`config.mk`:
```
export PLATFORM = sky130hd
export DESIGN_NAME = video_playfield
export DESIGN_NICKNAME = d
export VERILOG_FILES = /design/src/rtl/playfield_pkg.sv /design/src/rtl/video_playfield.sv /design/src/rtl/pixel_scanout.sv /design/src/rtl/line_sequencer.sv /design/src/rtl/pixel_expand.sv /design/src/rtl/bitmap_fetch.sv
export SDC_FILE = /design/constraint.sdc
export NUM_CORES = 1
export LEC_CHECK = 0
export ABC_AREA = 0
export BUFFER_PORTS_ARGS = -buffer_cell sky130_fd_sc_hd__buf_2
export CAP_MARGIN = 25
export CORE_UTILIZATION = 35
export DETAILED_ROUTE_END_ITERATION = 7
export GPL_TIMING_DRIVEN = 0
export PLACE_DENSITY = 0.53
export SLEW_MARGIN = 40
export SYNTH_ARGS = -nofsm -noshare
export SYNTH_HDL_FRONTEND = slang
export SYNTH_HIERARCHICAL = 1
export SYNTH_SLANG_ARGS = --single-unit
```
`constraint.sdc`:
```
create_clock -name clk -period 5 [get_ports clk]
set_input_delay 0.75 -clock clk [delete_from_list [all_inputs] [get_ports clk]]
set_output_delay 0.75 -clock clk [all_outputs]
set_load 0.02 [all_outputs]
```
`src/rtl/playfield_pkg.sv`:
```
package playfield_pkg;

    typedef logic [15:0] word_t;                    // vram data word
    typedef logic [15:0] addr_t;                    // vram word address
    typedef logic [7:0]  color_t;                   // color index
    typedef logic [10:0] hres_t;                    // horizontal counter
    typedef logic [63:0] pixels_t;                  // eight color indices, leftmost in top byte

    // bitmap depth codes, code 3 decodes as 8 bpp
    localparam logic [1:0] BPP_1_ATTR = 2'd0;       // 1 bpp with attribute word
    localparam logic [1:0] BPP_4      = 2'd1;       // 4 bpp, two words per group
    localparam logic [1:0] BPP_8      = 2'd2;       // 8 bpp, four words per group

    localparam int ATTR_FORE = 8;                   // foreground nibble in attribute word
    localparam int ATTR_BACK = 12;                  // background / color extension nibble

    localparam int    OFFSCREEN_WIDTH = 160;        // offscreen pixels ahead of visible area
    localparam hres_t H_SCANOUT_BEGIN = hres_t'(OFFSCREEN_WIDTH - 2);   // scanout lead

    typedef enum logic [2:0] {
        FETCH_IDLE,                                 // waiting for line / unblank
        FETCH_ADDR,                                 // first read of a group
        FETCH_WAIT,                                 // second read issued, word 0 in flight
        FETCH_READ_0,                               // sample word 0
        FETCH_READ_1,                               // sample word 1
        FETCH_READ_2,                               // sample word 2
        FETCH_READ_3                                // sample word 3
    } fetch_state_t;

endpackage
```
`src/rtl/video_playfield.sv`:
```
`timescale 1ns/1ps

module video_playfield (
    input  logic                  clk,
    input  logic                  reset_i,
    input  logic                  stall_i,              // memory contention this cycle
    input  playfield_pkg::hres_t  h_count_i,
    input  logic                  mem_fetch_i,          // fetch window enable
    input  logic                  mem_fetch_start_i,    // line fetch start strobe
    input  logic                  end_of_line_i,
    input  logic                  end_of_frame_i,
    input  playfield_pkg::color_t border_color_i,
    input  playfield_pkg::hres_t  vid_left_i,           // leftmost visible pixel
    input  playfield_pkg::hres_t  vid_right_i,          // right edge + 1
    output logic                  vram_sel_o,
    output playfield_pkg::addr_t  vram_addr_o,
    input  playfield_pkg::word_t  vram_data_i,
    input  logic                  pf_blank_i,           // plane disabled
    input  playfield_pkg::addr_t  pf_start_addr_i,      // frame start word address
    input  playfield_pkg::word_t  pf_line_len_i,        // words per line
    input  playfield_pkg::color_t pf_colorbase_i,       // xor'd onto every output index
    input  logic [1:0]            pf_bpp_i,
    input  logic [1:0]            pf_h_repeat_i,
    input  logic [1:0]            pf_v_repeat_i,
    output playfield_pkg::color_t pf_color_index_o
);
    import playfield_pkg::*;

    addr_t   line_addr;                                 // sequencer -> fetch
    logic    addr_load;
    logic    line_start;
    logic    scanout_on;                                // sequencer -> scanout
    logic    words_ready;                               // fetch -> expand
    word_t   attr_word;
    word_t   data_word0;
    word_t   data_word1;
    word_t   data_word2;
    word_t   data_word3;
    logic    buf_full;                                  // expand -> fetch back-pressure
    logic    buf_take;                                  // scanout -> expand
    pixels_t pixels_buf;

    bitmap_fetch u_fetch (
        .clk(clk), .reset_i(reset_i), .stall_i(stall_i), .pf_blank_i(pf_blank_i),
        .pf_bpp_i(pf_bpp_i), .buf_full_i(buf_full), .line_start_i(line_start),
        .end_of_line_i(end_of_line_i), .addr_load_i(addr_load), .line_addr_i(line_addr),
        .vram_data_i(vram_data_i), .vram_sel_o(vram_sel_o), .vram_addr_o(vram_addr_o),
        .words_ready_o(words_ready), .attr_word_o(attr_word),
        .data_word0_o(data_word0), .data_word1_o(data_word1),
        .data_word2_o(data_word2), .data_word3_o(data_word3)
    );

    pixel_expand u_expand (
        .clk(clk), .reset_i(reset_i), .pf_bpp_i(pf_bpp_i), .words_ready_i(words_ready),
        .attr_word_i(attr_word), .data_word0_i(data_word0), .data_word1_i(data_word1),
        .data_word2_i(data_word2), .data_word3_i(data_word3), .line_start_i(line_start),
        .buf_take_i(buf_take), .buf_full_o(buf_full), .pixels_buf_o(pixels_buf)
    );

    line_sequencer u_seq (
        .clk(clk), .reset_i(reset_i), .h_count_i(h_count_i), .mem_fetch_i(mem_fetch_i),
        .mem_fetch_start_i(mem_fetch_start_i), .end_of_line_i(end_of_line_i),
        .end_of_frame_i(end_of_frame_i), .pf_blank_i(pf_blank_i),
        .vid_left_i(vid_left_i), .vid_right_i(vid_right_i),
        .pf_start_addr_i(pf_start_addr_i), .pf_line_len_i(pf_line_len_i),
        .pf_v_repeat_i(pf_v_repeat_i), .line_addr_o(line_addr), .addr_load_o(addr_load),
        .line_start_o(line_start), .scanout_on_o(scanout_on)
    );

    pixel_scanout u_scanout (
        .clk(clk), .reset_i(reset_i), .scanout_on_i(scanout_on), .pixels_buf_i(pixels_buf),
        .pf_h_repeat_i(pf_h_repeat_i), .border_color_i(border_color_i),
        .pf_colorbase_i(pf_colorbase_i), .buf_take_o(buf_take),
        .pf_color_index_o(pf_color_index_o)
    );

endmodule

```
`src/rtl/pixel_scanout.sv`:
```
`timescale 1ns/1ps

module pixel_scanout (
    input  logic                   clk,
    input  logic                   reset_i,
    input  logic                   scanout_on_i,
    input  playfield_pkg::pixels_t pixels_buf_i,
    input  logic [1:0]             pf_h_repeat_i,
    input  playfield_pkg::color_t  border_color_i,
    input  playfield_pkg::color_t  pf_colorbase_i,
    output logic                   buf_take_o,          // buffer loaded this cycle
    output playfield_pkg::color_t  pf_color_index_o
);
    import playfield_pkg::*;

    logic       on_q;                                   // scanout_on last cycle
    logic       start;                                  // first cycle of scanout
    logic       step;                                   // advance to next pixel
    logic [1:0] h_cnt;                                  // repeat countdown
    logic [2:0] pix_x;                                  // pixel within group
    pixels_t    pixels;                                 // shift register, output on top

    assign start            = scanout_on_i && !on_q;
    assign step             = scanout_on_i && on_q && (h_cnt == 2'd0);
    assign buf_take_o       = start || (step && pix_x == 3'd7);
    assign pf_color_index_o = pixels[63:56] ^ pf_colorbase_i;

    always_ff @(posedge clk) begin
        if (reset_i) begin
            on_q   <= 1'b0;
            h_cnt  <= '0;
            pix_x  <= '0;
            pixels <= '0;
        end else begin
            on_q <= scanout_on_i;
            if (start) begin
                h_cnt  <= pf_h_repeat_i;
                pix_x  <= 3'd0;
                pixels <= pixels_buf_i;                 // first eight pixels
            end else if (step) begin
                h_cnt <= pf_h_repeat_i;
                pix_x <= pix_x + 1'b1;
                if (pix_x == 3'd7) begin
                    pixels <= pixels_buf_i;             // next group
                end else begin
                    pixels <= {pixels[55:0], border_color_i};
                end
            end else if (scanout_on_i) begin
                h_cnt <= h_cnt - 1'b1;                  // hold current pixel
            end else begin
                pixels[63:56] <= border_color_i;        // border outside window
            end
        end
    end

endmodule

```
`src/rtl/line_sequencer.sv`:
```
`timescale 1ns/1ps

module line_sequencer (
    input  logic                 clk,
    input  logic                 reset_i,
    input  playfield_pkg::hres_t h_count_i,
    input  logic                 mem_fetch_i,
    input  logic                 mem_fetch_start_i,
    input  logic                 end_of_line_i,
    input  logic                 end_of_frame_i,
    input  logic                 pf_blank_i,
    input  playfield_pkg::hres_t vid_left_i,
    input  playfield_pkg::hres_t vid_right_i,
    input  playfield_pkg::addr_t pf_start_addr_i,
    input  playfield_pkg::word_t pf_line_len_i,
    input  logic [1:0]           pf_v_repeat_i,
    output playfield_pkg::addr_t line_addr_o,
    output logic                 addr_load_o,
    output logic                 line_start_o,
    output logic                 scanout_on_o
);
    import playfield_pkg::*;

    addr_t      line_start;                             // first word of current line
    logic [1:0] v_cnt;                                  // lines left to repeat
    hres_t      start_hcount;
    hres_t      end_hcount;
    logic       restart;                                // back to frame start

    assign restart      = pf_blank_i || end_of_frame_i;
    assign line_addr_o  = restart ? pf_start_addr_i : line_start;
    assign addr_load_o  = restart || end_of_line_i || mem_fetch_start_i;
    assign line_start_o = mem_fetch_start_i;

    always_ff @(posedge clk) begin
        if (reset_i) begin
            line_start   <= '0;
            v_cnt        <= '0;
            start_hcount <= '0;
            end_hcount   <= '0;
            scanout_on_o <= 1'b0;
        end else begin
            if (h_count_i == start_hcount && mem_fetch_i) begin
                scanout_on_o <= 1'b1;
            end
            if (h_count_i >= end_hcount) begin
                scanout_on_o <= 1'b0;                   // right edge reached
            end
            if (end_of_line_i) begin
                scanout_on_o <= 1'b0;
                if (v_cnt != 2'd0) begin
                    v_cnt <= v_cnt - 1'b1;              // same line again
                end else begin
                    v_cnt      <= pf_v_repeat_i;
                    line_start <= line_start + pf_line_len_i;
                end
                start_hcount <= H_SCANOUT_BEGIN + vid_left_i;
                end_hcount   <= H_SCANOUT_BEGIN + vid_right_i;
            end
            if (restart) begin
                line_start   <= pf_start_addr_i;
                v_cnt        <= pf_v_repeat_i;
                scanout_on_o <= 1'b0;
            end
        end
    end

endmodule

```
`src/rtl/pixel_expand.sv`:
```
`timescale 1ns/1ps

module pixel_expand (
    input  logic                   clk,
    input  logic                   reset_i,
    input  logic [1:0]             pf_bpp_i,
    input  logic                   words_ready_i,
    input  playfield_pkg::word_t   attr_word_i,
    input  playfield_pkg::word_t   data_word0_i,
    input  playfield_pkg::word_t   data_word1_i,
    input  playfield_pkg::word_t   data_word2_i,
    input  playfield_pkg::word_t   data_word3_i,
    input  logic                   line_start_i,
    input  logic                   buf_take_i,          // scanout loaded the buffer
    output logic                   buf_full_o,
    output playfield_pkg::pixels_t pixels_buf_o
);
    import playfield_pkg::*;

    logic [3:0]  fore;                                  // 1 bpp set-bit color
    logic [3:0]  back;                                  // clear-bit color / color extension
    logic [31:0] nib_words;                             // 4 bpp source, leftmost pixel on top
    logic [63:0] byte_words;                            // 8 bpp source
    pixels_t     expanded;

    assign fore       = attr_word_i[ATTR_FORE +: 4];
    assign back       = attr_word_i[ATTR_BACK +: 4];
    assign nib_words  = {data_word0_i, data_word1_i};
    assign byte_words = {data_word0_i, data_word1_i, data_word2_i, data_word3_i};

    always_comb begin
        for (int i = 0; i < 8; i++) begin
            case (pf_bpp_i)
                BPP_1_ATTR: expanded[i*8 +: 8] = {4'h0, data_word0_i[i] ? fore : back};
                BPP_4:      expanded[i*8 +: 8] = {back, nib_words[i*4 +: 4]};
                default:    expanded[i*8 +: 8] = byte_words[i*8 +: 8] ^ {back, 4'h0}; // BPP_8
            endcase
        end
    end

    always_ff @(posedge clk) begin
        if (reset_i) begin
            buf_full_o   <= 1'b0;
            pixels_buf_o <= '0;
        end else begin
            if (words_ready_i) begin
                buf_full_o   <= 1'b1;
                pixels_buf_o <= expanded;
            end
            if (buf_take_i || line_start_i) begin
                buf_full_o <= 1'b0;                     // new line discards leftovers
            end
        end
    end

endmodule

```
`src/rtl/bitmap_fetch.sv`:
```
`timescale 1ns/1ps

module bitmap_fetch (
    input  logic                 clk,
    input  logic                 reset_i,
    input  logic                 stall_i,               // hold everything this cycle
    input  logic                 pf_blank_i,
    input  logic [1:0]           pf_bpp_i,
    input  logic                 buf_full_i,            // pixel buffer still unread
    input  logic                 line_start_i,
    input  logic                 end_of_line_i,
    input  logic                 addr_load_i,
    input  playfield_pkg::addr_t line_addr_i,
    input  playfield_pkg::word_t vram_data_i,
    output logic                 vram_sel_o,
    output playfield_pkg::addr_t vram_addr_o,
    output logic                 words_ready_o,         // previous group complete
    output playfield_pkg::word_t attr_word_o,
    output playfield_pkg::word_t data_word0_o,
    output playfield_pkg::word_t data_word1_o,
    output playfield_pkg::word_t data_word2_o,
    output playfield_pkg::word_t data_word3_o
);
    import playfield_pkg::*;

    fetch_state_t state;
    addr_t        pf_addr;                              // next display word to read
    logic         initial_buf;                          // first group of line, nothing to hand over
    logic         rd_req;                               // issue a vram read this state

    // one read per state, depth decides how many follow the first
    always_comb begin
        rd_req = 1'b0;
        case (state)
            FETCH_ADDR:   rd_req = !buf_full_i;
            FETCH_WAIT:   rd_req = (pf_bpp_i != BPP_1_ATTR);
            FETCH_READ_0: rd_req = (pf_bpp_i != BPP_1_ATTR) && (pf_bpp_i != BPP_4);
            FETCH_READ_1: rd_req = (pf_bpp_i != BPP_1_ATTR) && (pf_bpp_i != BPP_4);
            default:      rd_req = 1'b0;
        endcase
        rd_req = rd_req && !pf_blank_i;
    end

    always_ff @(posedge clk) begin
        if (reset_i) begin
            state         <= FETCH_IDLE;
            pf_addr       <= '0;
            vram_sel_o    <= 1'b0;
            vram_addr_o   <= '0;
            initial_buf   <= 1'b0;
            words_ready_o <= 1'b0;
        end else begin
            words_ready_o <= 1'b0;                      // single cycle pulse
            if (!stall_i) begin
                vram_sel_o <= rd_req;
                if (rd_req) begin
                    vram_addr_o <= pf_addr;
                    pf_addr     <= pf_addr + 1'b1;
                end
                case (state)
                    FETCH_IDLE: state <= FETCH_ADDR;
                    FETCH_ADDR: begin
                        if (!buf_full_i) begin
                            state <= FETCH_WAIT;        // wait here for room in buffer
                        end
                    end
                    FETCH_WAIT: begin
                        words_ready_o <= !initial_buf;  // hand over last group's words
                        initial_buf   <= 1'b0;
                        state         <= FETCH_READ_0;
                    end
                    FETCH_READ_0: begin
                        data_word0_o <= vram_data_i;
                        attr_word_o  <= vram_data_i;    // 1 bpp word carries its own colors
                        state <= (pf_bpp_i == BPP_1_ATTR) ? FETCH_ADDR : FETCH_READ_1;
                    end
                    FETCH_READ_1: begin
                        data_word1_o     <= vram_data_i;
                        attr_word_o[15:8] <= 8'h00;     // no color extension in 4/8 bpp
                        state <= (pf_bpp_i == BPP_4) ? FETCH_ADDR : FETCH_READ_2;
                    end
                    FETCH_READ_2: begin
                        data_word2_o <= vram_data_i;
                        state        <= FETCH_READ_3;
                    end
                    FETCH_READ_3: begin
                        data_word3_o <= vram_data_i;
                        state        <= FETCH_ADDR;
                    end
                    default: state <= FETCH_IDLE;
                endcase
            end
            if (line_start_i) begin
                initial_buf <= 1'b1;
            end
            if (addr_load_i) begin
                pf_addr <= line_addr_i;                 // overrides the increment above
            end
            if (end_of_line_i || pf_blank_i) begin
                state <= FETCH_IDLE;
            end
            if (pf_blank_i) begin
                vram_sel_o <= 1'b0;                     // blank wins over stall hold
            end
        end
    end

endmodule

```
==> out/metrics.cfg <==
[route]
drtAntennaViolNets=0
drt_first_pass_iters=5
num_vias=13400
avgRoutedWirePerCell_um=20.9
drc=0
routed_wl_um=49900
routed_via_density=5.62
drt_iter0_markers=1120

[cells_and_area]
fin_area_mm2=0.0174
nNetsFinal=1964
syn_to_final_growth_pct=16.7
drive_gt1_share_pct=16.9

[yosys]
ys_ff_latch=286
synth_top_area_cell=dfxtp_1
synth-warning-count=6
synth_most_common_cell=dfxtp_1
synth_area_leaders=dfxtp_1 29%, edfxtp_1 14%, a311oi_1 6.3%, nand2_1 4.8%, a21oi_1 3.9%
synth-edff-count=72
yosysSeqAreaShare_pct=43.2
synth_cells=1649
synth_common_cells=214 x dfxtp_1, 189 x nand2_1, 121 x nor2_1, 115 x a21oi_1, 108 x a311oi_1
synth_fp_nets=1793
synthArstFlopShare_pct=0
synth_cell_types=80
netlist.area_leader.share_pct=28.7
dominantRegCellSynth=dfxtp_1
synth_area_mm2=0.0149
syn_area_per_cell_um2=9.04

[pwr]
seqPwrFrac_pct=45.0
switching_share_pct=25.0
leakage_uw=0.00626
p_clk_share_pct=46.1
peakVddDrop_uv=184
internal-power_uw=4080
power_density_mw_per_mm2=313
comb_power_share_pct=8.9
switching_power_uw=1360

[die]
die_x_um=208
initial_core_util_pct=35.6
coreArea_mm2=0.0419
ios=136
die_area_mm2=0.0434
die_y_um=208
row_count=75

[outcome]
outcome=finished, final reports clean

[cts]
cts_root_buffer=clkbuf_16
cts_tree=yes
path_clk_slew_ns=0.07
clkSinkCount=286
cts_buffers=35
post_cts_buffers=0
cts_resized=0
cts_max_path_buffers=3
cts_hold_buffers=0
clock_latency_ns=0.53
htreeDepth=2

[placement]
hpwl_um=38100
place_congestion=0.963
io_buffers=134
dpl_cell_area_mm2=0.0163

[worst_setup_path]
criticalPathCategory=input pin to register
r2r_cells=9
critical_path_arrival_ns=3.36
cp-end-kind=register
required_ns=5.45
worstPathMaxFanout=10
critPathLaunchType=input pin

[timing]
rsz0062_at_grt=false
finClkSkew_ns=0.0307
worst_pin_slew_ns=0.779
setup_violations=0
max_freq_ghz=0.343
fin_crit_ns=2.91
period_share_pct=58.2
hold_viol=0
finalMaxSlewViolations=0
setup_tns_ns=0
maxSlewHeadroom_pct=47.9

[grt]
met2_usage_pct=35.7
grt-ovfl-total=0
grt_max_degree=17
grt_pass1_wl_um=76400
use_met1_pct=31.1
first_global_vias=12800
grt_usage_pct=22.8
gr-max-usage-layer=met2
antenna_found_initial=6
grtUsageMet3_pct=4.15

[run]
cap_violations=0

[hold_path]
min_path_cells=1
hold_class=input pin to register

worst max-delay path, stage by stage:
cell and delay, ns:
buf_2 0.18, or2_2 0.13, clkbuf_1 0.26, clkbuf_1 0.44
or3_1 0.18, clkbuf_1 0.31, clkbuf_1 0.42, nor2_1 0.11
a221o_1 0.34, a211oi_1 0.23
cell type report:
class	count	area (µm²)
Fill cell	4200	24500
Multi-Input combinational cell	1170	7610
Sequential cell	286	6450
Clock buffer	48	1020
Buffer	163	754
Tap cell	539	674
Timing Repair Buffer	134	671
Clock inverter	15	113
Inverter	30	113
Antenna cell	2	5.00
kinds of logic (layout without fill, tap and decap cells):
| family | after synthesis | after routing | synth area share [%] |
|---|---|---|---|
| flops | 286 | 286 | 43.2 |
| compound gates | 516 | 516 | 24.1 |
| mux | 44 | 44 | 3.22 |
| xor+xnor | 65 | 65 | 3.82 |
| simple gates | 512 | 512 | 17.0 |
| buf+inv | 193 | 390 | 5.81 |
| fa+ha+maj | 33 | 33 | 2.82 |
| other cells | 0 | 2 | 0 |
power groups by stage:
stage,Sequential (µW),Clock [µW],Combinational [µW]
2_1_floorplan,2480,0,311
3_3_place_gp,2500,0,476
3_5_place_dp,2500,0,482
4_1_cts,2450,2560,484
5_1_grt,2450,2650,537
6_report,2450,2510,486
final timing paths:
check	from	to	slack, ns
worst min register to register	u_fetch/initial_buf	u_fetch/words_ready_o	0.45
worst max-delay path	pf_blank_i	u_fetch/pf_addr[15]	2.09
worst max register to register	u_seq/line_start[0]	u_seq/line_start[10]	2.35
worst min-delay path	vram_data_i[5]	u_fetch/data_word1_o[5]	0.44
state kept, by name (all words and copies together) (netlist names), 3 cells and up:
signal                 cells
u_fetch/data_word3_o      16
u_scanout/pixels          64
u_fetch/data_word0_o       9
u_scanout/pix_x            3
u_fetch/data_word1_o      16
u_fetch/attr_word_o       15
u_fetch/data_word2_o      16
u_fetch/pf_addr           16
u_seq/start_hcount        11
u_fetch/state              3
u_expand/pixels_buf_o     64
u_seq/end_hcount          11
u_seq/line_start          16
u_fetch/vram_addr_o       16
per-stage QoR:
step	hold WS [ns]	total power, µW	setup slack [ns]	utilization (%)	cells
floorplan	0.400	2790	2.17	-	1649
global placement	0.409	2970	1.57	38.8	2322
detailed placement	0.428	2980	1.58	38.8	2322
CTS	0.420	5490	2.11	41.5	2385
global route	0.443	5630	1.91	41.5	2385
finish	0.438	5440	2.09	41.5	2387
layout by cell type (no fill, tap or decap), types with 13 or more instances in the layout:
master / Yosys / routed
nand3_1: 33 / 33
nand2_1: 189 / 189
a311oi_1: 108 / 108
o21ai_0: 82 / 82
and3b_1: 19 / 19
xor2_1: 39 / 39
xnor2_1: 26 / 26
nand4_1: 13 / 13
o211ai_1: 61 / 61
nor3_1: 17 / 15
buf_4: 20 / 20
ha_1: 32 / 32
a211oi_1: 39 / 39
nor2_1: 121 / 121
buf_2: 48 / 182
clkbuf_16: 0 / 37
mux2_2: 29 / 29
edfxtp_1: 72 / 72
o21ai_1: 13 / 13
nand3b_1: 17 / 17
o21bai_1: 14 / 14
clkbuf_1: 87 / 93
dfxtp_1: 214 / 214
a21oi_1: 115 / 115
inv_1: 28 / 28
nor2b_1: 30 / 30
per-layer routing:
layer  vias to the layer above  wire length, µm
met5                         -               57
met4                         8             1650
met3                        89             3170
met2                       433            22500
met1                      6407            22500
li1                       6478                -
Note: power is estimated with default switching activity, not from simulation.
